`src/include/float_mul_macros.svh`:
```
`ifndef FLOAT_MUL_MACROS_SVH
`define FLOAT_MUL_MACROS_SVH

// ieee 754 single precision layout
`define FLOAT_WIDTH 32
`define EXP_WIDTH   8
`define MANT_WIDTH  23

// significand with the hidden one
`define SIG_WIDTH   24

`define EXP_BIAS    127

// wide enough to count 0..SIG_WIDTH skipped multiplier bits
`define SKIP_WIDTH  5

`endif

```
`src/logic/float_mul_pkg.sv`:
```
`include "float_mul_macros.svh"

package float_mul_pkg;

    typedef struct packed {
        logic                    sign;
        logic [`EXP_WIDTH-1:0]   exp;
        logic [`MANT_WIDTH-1:0]  frac;
    } float_t;

    // operand pair after field split, held for the whole operation
    typedef struct packed {
        logic [`SIG_WIDTH-1:0]        a_sig;
        logic [`SIG_WIDTH-1:0]        b_sig;
        logic                         sign;
        // two extra bits so the biased sum cannot wrap
        logic signed [`EXP_WIDTH+1:0] exp_sum;
        logic                         is_zero;
    } operand_t;

    typedef struct packed {
        logic [2*`SIG_WIDTH-1:0] raw;
        // trailing multiplier bits never visited by the loop
        logic [`SKIP_WIDTH-1:0]  skipped;
    } product_t;

    typedef enum logic [2:0] {
        st_idle,
        st_decode,
        st_multiply,
        st_normalize,
        st_done
    } mul_state_e;

endpackage

```
`src/logic/float_mul_control.sv`:
```
`timescale 1ns/1ps

module float_mul_control
    import float_mul_pkg::*;
(
    input  logic clk,
    input  logic rst_n,
    input  logic req,
    input  logic is_zero,
    input  logic mul_done,
    output logic capture,
    output logic start,
    output logic load_zero,
    output logic load_product,
    output logic ack
);

    mul_state_e state;
    mul_state_e state_next;

    always_ff @(posedge clk) begin
        if (!rst_n) begin
            state <= st_idle;
        end else begin
            state <= state_next;
        end
    end

    always_comb begin
        state_next = state;
        case (state)
            st_idle: begin
                if (req) begin
                    state_next = st_decode;
                end
            end
            // decode fields valid one cycle after capture
            st_decode: begin
                if (is_zero) begin
                    state_next = st_normalize;
                end else begin
                    state_next = st_multiply;
                end
            end
            st_multiply: begin
                if (mul_done) begin
                    state_next = st_normalize;
                end
            end
            // out already registered on the edge into this state
            st_normalize: begin
                state_next = st_done;
            end
            st_done: begin
                state_next = st_idle;
            end
            default: begin
                state_next = st_idle;
            end
        endcase
    end

    // strobes decoded from state
    // a req outside idle is simply dropped
    always_comb begin
        capture      = (state == st_idle) && req;
        load_zero    = (state == st_decode) && is_zero;
        start        = (state == st_decode) && !is_zero;
        load_product = (state == st_multiply) && mul_done;
        ack          = (state == st_done);
    end

endmodule

```
`src/logic/float_operand_decode.sv`:
```
`timescale 1ns/1ps
`include "float_mul_macros.svh"

module float_operand_decode
    import float_mul_pkg::*;
(
    input  logic     clk,
    input  logic     rst_n,
    input  logic     capture,
    input  float_t   a,
    input  float_t   b,
    output operand_t operands
);

    logic signed [`EXP_WIDTH+1:0] exp_sum_next;
    logic                         zero_next;

    // biased sum, one bias removed so the result is biased once
    assign exp_sum_next = $signed({2'b00, a.exp}) + $signed({2'b00, b.exp})
                          - $signed((`EXP_WIDTH+2)'(`EXP_BIAS));

    // exponent field of zero means zero, denormals flushed too
    assign zero_next = (a.exp == '0) || (b.exp == '0);

    always_ff @(posedge clk) begin
        if (!rst_n) begin
            operands <= '0;
        end else if (capture) begin
            operands.a_sig   <= {1'b1, a.frac};
            operands.b_sig   <= {1'b1, b.frac};
            operands.sign    <= a.sign ^ b.sign;
            operands.exp_sum <= exp_sum_next;
            operands.is_zero <= zero_next;
        end
    end

endmodule

```
`src/logic/significand_shift_mul.sv`:
```
`timescale 1ns/1ps
`include "float_mul_macros.svh"

module significand_shift_mul
    import float_mul_pkg::*;
(
    input  logic                  clk,
    input  logic                  rst_n,
    input  logic                  start,
    input  logic [`SIG_WIDTH-1:0] multiplicand,
    input  logic [`SIG_WIDTH-1:0] multiplier,
    output logic                  mul_done,
    output product_t              product
);

    logic                    busy;
    logic [`SKIP_WIDTH-1:0]  iter_cnt;
    logic [`SIG_WIDTH-1:0]   mplier_sr;
    logic [2*`SIG_WIDTH-1:0] acc;
    logic                    bits_left;

    // nothing left to visit once the remaining bits are all zero
    assign bits_left = (mplier_sr != '0);

    always_ff @(posedge clk) begin
        if (!rst_n) begin
            busy     <= 1'b0;
            mul_done <= 1'b0;
            iter_cnt <= '0;
        end else begin
            mul_done <= 1'b0;
            if (start) begin
                busy     <= 1'b1;
                iter_cnt <= '0;
            end else if (busy) begin
                if (bits_left) begin
                    iter_cnt <= iter_cnt + 1'b1;
                end else begin
                    busy     <= 1'b0;
                    mul_done <= 1'b1;
                end
            end
        end
    end

    // msb first, so the accumulator doubles every step
    // multiplicand is held by decode for the whole operation
    always_ff @(posedge clk) begin
        if (start) begin
            acc       <= '0;
            mplier_sr <= multiplier;
        end else if (busy && bits_left) begin
            if (mplier_sr[`SIG_WIDTH-1]) begin
                acc <= {acc[2*`SIG_WIDTH-2:0], 1'b0} + {{`SIG_WIDTH{1'b0}}, multiplicand};
            end else begin
                acc <= {acc[2*`SIG_WIDTH-2:0], 1'b0};
            end
            mplier_sr <= {mplier_sr[`SIG_WIDTH-2:0], 1'b0};
        end
    end

    // acc holds the product of the visited bits only
    // normalize shifts it back by the skipped count
    always_comb begin
        product.raw     = acc;
        product.skipped = `SKIP_WIDTH'(`SIG_WIDTH) - iter_cnt;
    end

endmodule

```
`src/logic/float_normalize_pack.sv`:
```
`timescale 1ns/1ps
`include "float_mul_macros.svh"

module float_normalize_pack
    import float_mul_pkg::*;
(
    input  logic     clk,
    input  logic     rst_n,
    input  logic     load_zero,
    input  logic     load_product,
    input  operand_t operands,
    input  product_t product,
    output float_t   out
);

    logic [2*`SIG_WIDTH-1:0] full_prod;
    logic [`MANT_WIDTH-1:0]  frac_next;
    logic [`EXP_WIDTH+1:0]   exp_next;

    always_comb begin
        // restore the weight of the skipped trailing zeros
        full_prod = product.raw << product.skipped;
        // product of two 1.x values lies in [1, 4)
        if (full_prod[2*`SIG_WIDTH-1]) begin
            frac_next = full_prod[2*`SIG_WIDTH-2 -: `MANT_WIDTH];
            exp_next  = operands.exp_sum + 1'b1;
        end else begin
            frac_next = full_prod[2*`SIG_WIDTH-3 -: `MANT_WIDTH];
            exp_next  = operands.exp_sum;
        end
    end

    // lower bits dropped, i.e. round toward zero
    always_ff @(posedge clk) begin
        if (!rst_n) begin
            out <= '0;
        end else if (load_zero) begin
            out.sign <= operands.sign;
            out.exp  <= '0;
            out.frac <= '0;
        end else if (load_product) begin
            out.sign <= operands.sign;
            out.exp  <= exp_next[`EXP_WIDTH-1:0];
            out.frac <= frac_next;
        end
    end

endmodule

```
`src/logic/float_mul_pipeline.sv`:
```
`timescale 1ns/1ps

module float_mul_pipeline
    import float_mul_pkg::*;
(
    input  logic   clk,
    input  logic   rst_n,
    input  logic   req,
    input  float_t a,
    input  float_t b,
    output logic   ack,
    output float_t out
);

    logic     capture;
    logic     start;
    logic     load_zero;
    logic     load_product;
    logic     mul_done;
    operand_t operands;
    product_t product;

    float_mul_control u_control (
        .clk          (clk),
        .rst_n        (rst_n),
        .req          (req),
        .is_zero      (operands.is_zero),
        .mul_done     (mul_done),
        .capture      (capture),
        .start        (start),
        .load_zero    (load_zero),
        .load_product (load_product),
        .ack          (ack)
    );

    float_operand_decode u_decode (
        .clk      (clk),
        .rst_n    (rst_n),
        .capture  (capture),
        .a        (a),
        .b        (b),
        .operands (operands)
    );

    // one operation in flight at a time, latency depends on b
    significand_shift_mul u_mul (
        .clk          (clk),
        .rst_n        (rst_n),
        .start        (start),
        .multiplicand (operands.a_sig),
        .multiplier   (operands.b_sig),
        .mul_done     (mul_done),
        .product      (product)
    );

    float_normalize_pack u_normalize (
        .clk          (clk),
        .rst_n        (rst_n),
        .load_zero    (load_zero),
        .load_product (load_product),
        .operands     (operands),
        .product      (product),
        .out          (out)
    );

endmodule

```
`config.mk`:
```
export PLATFORM = sky130hd
export DESIGN_NAME = float_mul_pipeline
export DESIGN_NICKNAME = d
export VERILOG_FILES = /design/src/logic/float_mul_pkg.sv /design/src/logic/float_mul_control.sv /design/src/logic/float_operand_decode.sv /design/src/logic/significand_shift_mul.sv /design/src/logic/float_normalize_pack.sv /design/src/logic/float_mul_pipeline.sv
export VERILOG_INCLUDE_DIRS = /design/src /design/src/include
export SDC_FILE = /design/constraint.sdc
export NUM_CORES = 1
export LEC_CHECK = 0
export ABC_AREA = 1
export BUFFER_PORTS_ARGS = -buffer_cell sky130_fd_sc_hd__buf_4
export CAP_MARGIN = 30
export CELL_PAD_IN_SITES_DETAIL_PLACEMENT = 0
export CELL_PAD_IN_SITES_GLOBAL_PLACEMENT = 1
export CORE_MARGIN = 2
export CORE_UTILIZATION = 35
export CTS_CLUSTER_DIAMETER = 120
export DETAILED_ROUTE_END_ITERATION = 8
export GPL_TIMING_DRIVEN = 0
export PLACE_DENSITY_LB_ADDON = 0.25
export SYNTH_ARGS = -nofsm -noshare
export SYNTH_HDL_FRONTEND = slang
export SYNTH_SLANG_ARGS = --single-unit
export TNS_END_PERCENT = 30
```
`constraint.sdc`:
```
create_clock -name clk -period 2.8 [get_ports clk]
set_input_delay 0.42 -clock clk [delete_from_list [all_inputs] [get_ports clk]]
set_output_delay 0.42 -clock clk [all_outputs]
set_load 0.02 [all_outputs]
```
# After elaboration in Yosys (flattened, before gate mapping)

Index checks and enable logic that the tools add are counted.

Add/sub/neg operators: 6
Equal/unequal tests: 6
Shift operators: 1
Mux-type cells: 15
Bitwise logic cells: 3
Reduce and logical (&&, ||, !) cells: 18

Operators by type and width:

| cell                                             | count |
|---|---|
| 2-to-1 mux 32 bit                                | 2 |
| adder 48 x 24 -> 48 bit                          | 1 |
| 2-to-1 mux 24 bit                                | 2 |
| 2-to-1 mux 48 bit                                | 1 |
| left shift 48 x 5 -> 48 bit                      | 1 |
| nonzero test 24 bit                              | 1 |
| 2-to-1 mux 23 bit                                | 1 |
| logical NOT 8 bit                                | 2 |
| one-hot mux 3 bit (4 select lines)               | 1 |
| adder 8 x 1 -> 8 bit, second input constant      | 1 |
| adder 8 bit                                      | 1 |
| 2-to-1 mux 8 bit                                 | 1 |
| subtractor 8 x 7 -> 8 bit, second input constant | 1 |
| == test 3 x 2 -> 1 bit, second input constant    | 2 |
| 2-to-1 mux 3 bit                                 | 2 |
| adder 5 x 1 -> 5 bit, second input constant      | 1 |
| logical AND 1 bit                                | 5 |
| 2-to-1 mux 1 bit                                 | 5 |
| subtractor 5 bit, first input constant           | 1 |
| AND reduction 2 bit                              | 2 |
| nonzero test 2 bit                               | 2 |
| OR reduction 2 bit                               | 2 |
| == test 3 x 1 -> 1 bit, second input constant    | 1 |
| == test 3 bit, second input constant             | 1 |
| 8 further kinds                                  | 9 |

Register bits: 172
Input port bits: 67
Output and inout bits: 33
Word-level logic and storage cells: 63

# Logic depth before layout (Yosys ltp)

Depth in word-level cells: 5
Depth in mapped cells: 21
Gate-level depth less buffers: 17

# Cells and area by module

Synthesis repeated with hierarchy kept, for this count alone.

Cell total of the unflattened synthesis: 2,119
Area, all modules: 12,782.3 um^2

Modules (own cells, without submodules):

| module                | times used | cells each | area each (um^2) | sequential area each (um^2) |
|---|---|---|---|---|
| significand_shift_mul | 1          | 964        | 5,983.2          | 1,821.7 |
| float_normalize_pack  | 1          | 787        | 4,061.4          | 640.6 |
| float_operand_decode  | 1          | 341        | 2,570.0          | 1,181.1 |
| float_mul_control     | 1          | 27         | 167.7            | 60.1 |

# Worst setup path after synthesis

Ideal clock, no wire load.

Path kind: register to register
Start: register u_mul.iter_cnt[0]
End: register u_normalize.out[6] (netlist name)
Library setup time: 0.132 ns
Arrival time: 2.222 ns
Required time: 2.668 ns
Slack: 0.446 ns
Stages on the path, launching flop included: 17
Buffers on the path: 5
Clock period less this slack: 2.354 ns
Cell sequence: dfxtp_1 > buf_4 > inv_4 > buf_6 > buf_4 > ha_1 > buf_2 > buf_1 > nand3_1 > a21oi_1 > nor2_1 > nor2_1 > nand2_1 > nand2_1 > nand2_1 > nand2_1 > a21oi_1

Word-level cells in the longest chain between the ends: 3

RTL lines:

| what                        | RTL line                    | source |
|---|---|---|
| start: declaration          | significand_shift_mul.sv:17 | `` logic [`SKIP_WIDTH-1:0] iter_cnt; `` |
| start signal: assignment    | significand_shift_mul.sv:37 | `iter_cnt <= iter_cnt + 1'b1;` |
| subtractor 5 bit (no line)  | n/a                         |  |
| left shift 48 x 5 -> 48 bit | float_normalize_pack.sv:22  | `full_prod = product.raw << product.skipped;` |
| 2-to-1 mux 23 bit           | float_normalize_pack.sv:24  | `` if (full_prod[2*`SIG_WIDTH-1]) begin `` |

Every way passes these cells.
A chain may end at the register's enable or synchronous reset.

# Worst setup path in the final report

Start: register u_mul.iter_cnt[0]
End: register u_normalize.out[21] (netlist name)

Word-level cells in the longest chain between the ends: 3

RTL lines:

| what                        | RTL line |
|---|---|
| subtractor 5 bit (no line)  | n/a |
| left shift 48 x 5 -> 48 bit | float_normalize_pack.sv:22 |
| 2-to-1 mux 23 bit           | float_normalize_pack.sv:24 |

Every way passes these cells.

==> flow_metrics.env <==
export IMPL_ys_types=39
export IMPL_tritoncts="built"
export IMPL_crit_fanout=19
export IMPL_ys_seq_area_frac=0.305
export IMPL_worst_r2r_cell_count=18
export IMPL_finClkSkew_ns=0.0249
export IMPL_syn_to_final_growth_pct=17.1
export IMPL_syn_nets=2077
export IMPL_first_pass_iters=6
export IMPL_wl_per_cell_um=16.2
export IMPL_htreeDepth=4
export IMPL_slew_limit_headroom=0.554
export IMPL_track_usage=0.235
export IMPL_hold_violations=0
export IMPL_grt_overflow_total=0
export IMPL_clk_latency_ns=0.47
export IMPL_vias=13100
export IMPL_rsz0062_at_grt="false"
export IMPL_place_gp_congestion=0.894
export IMPL_row_count=67
export IMPL_r2r_start="u_mul.iter_cnt[0]"
export IMPL_min_to="u_decode.operands[48]"
export IMPL_rrSetupSlack_ns=0.26
export IMPL_pwr_share_seq=0.241
export IMPL_place_hpwl_um=33200
export IMPL_grt_pass1_vias=12500
export IMPL_end_kind="register"
export IMPL_critical_path_arrival_ns=2.93
export IMPL_drt_iter0_drc=917
export IMPL_whs_ns=0.207
export IMPL_vdd_drop_max_mv=0.555
export IMPL_worst_pin_slew_ns=0.667
export IMPL_ys_ff_latch=171
export IMPL_crit_type="register to register"
export IMPL_synth_avg_cell_area_um2=6.09
export IMPL_synth_warnings=0
export IMPL_outcome="finished, final reports clean"
export IMPL_hold_path_class="input port to register"
export IMPL_utilization=0.418
export IMPL_drv_cap=0
export IMPL_viasPerCell=5.14
export IMPL_period_needed_ns=2.54
export IMPL_cts_buffers=17
export IMPL_synthCells=1969
export IMPL_swShare=0.527
export IMPL_p_total_mw=16.9
export IMPL_synth_enable_flop_cells=24
export IMPL_power_switching_mw=8.89
export IMPL_critical_path_required_ns=3.19
export IMPL_p_per_area_nw_per_um2=1200
export IMPL_dieWidth_um=189
export IMPL_rr_endpoint="u_normalize.out[21]"
export IMPL_layout_nets=2194
export IMPL_drtAntennaViolNets=0
export IMPL_grt_pass1_wl_um=66200
export IMPL_pwr_share_clk=0.154
export IMPL_io_buffers=99
export IMPL_async_flop_share=0
export IMPL_p_comb_frac=0.605
export IMPL_setup_violations=0
export IMPL_drive_gt1_frac=0.0967
export IMPL_antenna_cells=0
export IMPL_cts_buffer_depth=2
export IMPL_grt_antenna_before_repair=0
export IMPL_timing_final_crit_share=0.908
export IMPL_min_from="a[12]"
export IMPL_clk_pin_slew_worst_paths_ns=0.08
export IMPL_synth_cell_area_um2=12000
export IMPL_drc=0
export IMPL_routed_wirelength_um=41400
export IMPL_start_util=0.357
export IMPL_core_area_um2=33600
export IMPL_die_h_um=189
export IMPL_worst_setup_path_start_kind="register"
export IMPL_synth_ff_type="dfxtp_1"
export IMPL_grt_max_degree=33
export IMPL_ios=100
export IMPL_slew_violations=0
export IMPL_leakagePower_nw=6.43
export IMPL_max_freq_mhz=393
export IMPL_die_area_um2=35800
export IMPL_hold_depth=3
export IMPL_cts_root_buf="clkbuf_16"
export IMPL_internal_power_mw=7.99
export IMPL_clock_sinks=171
-- how the worst max path moves through the flow --
stage                 startpoint                  end  slack, ns  cells after the start
2_1_floorplan  u_mul.iter_cnt[0]   u_normalize.out[6]       0.45                     16
3_3_place_gp   u_mul.iter_cnt[0]   u_normalize.out[8]      -0.24                     18
3_5_place_dp   u_mul.iter_cnt[0]   u_normalize.out[8]      -0.26                     18
4_1_cts        u_mul.iter_cnt[0]  u_normalize.out[11]     -0.006                     18
6_report       u_mul.iter_cnt[0]  u_normalize.out[21]       0.26                     18
5_1_grt             u_mul.acc[0]        u_mul.acc[47]       0.03                     16
-- per-stage QoR --
step	setup TNS [ns]	cells	cell area [um2]	setup WS (ns)
2_1_floorplan	0	1969	12000	0.446
3_3_place_gp	-4.94	2516	13300	-0.239
3_5_place_dp	-5.31	2516	13300	-0.256
4_1_cts	-0.00590	2548	14000	-0.00590
5_1_grt	0	2547	14100	0.0250
6_report	0	2547	14100	0.257
-- critical path: stages (launching register included) --
cell	delay [ns]
dfxtp_1	0.33
buf_4	0.17
inv_6	0.11
buf_12	0.17
ha_4	0.16
inv_1	0.04
nand2_1	0.09
nand2_4	0.12
inv_2	0.10
buf_6	0.16
clkbuf_4	0.22
nand3_1	0.08
nand3_1	0.09
nand2_1	0.09
nand2_1	0.11
nand2_1	0.10
nand2_1	0.08
nand3_1	0.09
a21oi_1	0.16
-- power by group through the flow --
stage / Sequential [mW] / Clock (mW) / Combinational, mW
final: 4.07 / 2.60 / 10.2
after global routing: 4.15 / 2.75 / 11.6
after CTS: 4.06 / 2.64 / 10.1
after detailed placement: 4.11 / 0 / 9.92
after global placement: 4.10 / 0 / 9.87
after floorplan: 3.79 / 0 / 7.31
-- timing repair --
item / in CTS / in global routing
setup endpoints to repair: 31 / 47
hold endpoints to repair: 0 / 0
buffers inserted: 0 / 0
resized for setup: 16 / 21
pin swaps: 0 / 0
hold buffers: 0 / 0
-- cell usage after synthesis (all sizes together) (15+ instances only) --
cell    count  area share
nor4       15      0.0078
nor3       22      0.0092
clkbuf     43       0.013
nor2      127       0.040
ha         39       0.041
a21oi     153       0.064
inv       162       0.051
nand3     327        0.14
edfxtp     24       0.060
buf        52       0.028
nand2     696        0.22
xor2       16       0.012
dfxtp     147        0.25
o21ai      97       0.040
-- sequential cells by signal, summed over array words and instances (netlist names) --
name / cells
u_decode.operands: 57
u_mul.acc: 48
u_normalize.out: 32
u_mul.mplier_sr: 24
u_mul.iter_cnt: 5
u_control.state: 3
u_mul.busy: 1
u_mul.mul_done: 1
-- layer usage --
metal | track usage | up-vias | wire length, um
met3 | 0.0304 | 42 | 1620
met5 | 0 | - | 0
met4 | 0.0589 | 0 | 731
met2 | 0.407 | 299 | 19800
met1 | 0.308 | 6043 | 19200
li1 | - | 6709 | -
-- layout by cell type, fill, tap and decap left out, types with 2 or more instances in the layout --
cell | Yosys | layout
nor2_1 | 126 | 126
o22ai_1 | 5 | 5
clkinv_1 | 3 | 3
clkbuf_1 | 43 | 41
a21boi_0 | 5 | 5
inv_1 | 157 | 157
xor2_1 | 16 | 16
nor4_1 | 15 | 15
buf_2 | 24 | 13
clkbuf_16 | 0 | 17
o211ai_1 | 7 | 7
clkinv_8 | 0 | 6
a21oi_1 | 153 | 152
buf_4 | 14 | 115
o21a_1 | 2 | 2
inv_8 | 0 | 3
edfxtp_1 | 24 | 24
fa_1 | 2 | 2
inv_2 | 4 | 4
ha_1 | 39 | 38
nand2_4 | 2 | 4
nand3_1 | 325 | 321
buf_6 | 7 | 12
clkinv_4 | 0 | 2
inv_6 | 0 | 3
nand4_1 | 5 | 5
nor3_1 | 22 | 22
xnor2_1 | 12 | 12
clkbuf_4 | 0 | 3
buf_1 | 7 | 6
nand3_2 | 2 | 6
clkbuf_2 | 0 | 2
nand2_1 | 688 | 686
o21ai_0 | 97 | 97
dfxtp_1 | 147 | 147
nand2_2 | 6 | 6
-- cell families after synthesis --
logic type      Yosys count  synth area share
flops                   171             0.305
buf+inv                 260            0.0928
fa+ha+maj                41            0.0440
simple gates           1196             0.419
xor+xnor                 28            0.0204
compound gates          273             0.118
-- layout make-up --
cell class / instances / area [um2]
plain buffers: 94 / 549
multi-input cells: 1538 / 7270
fillers: 3706 / 19600
repair buffers: 99 / 743
clock buffers: 17 / 425
well taps: 448 / 561
flip-flops and latches: 171 / 3660
clock inverters: 15 / 213
inverters: 165 / 624
No activity file was read; power rests on OpenSTA's default activity.
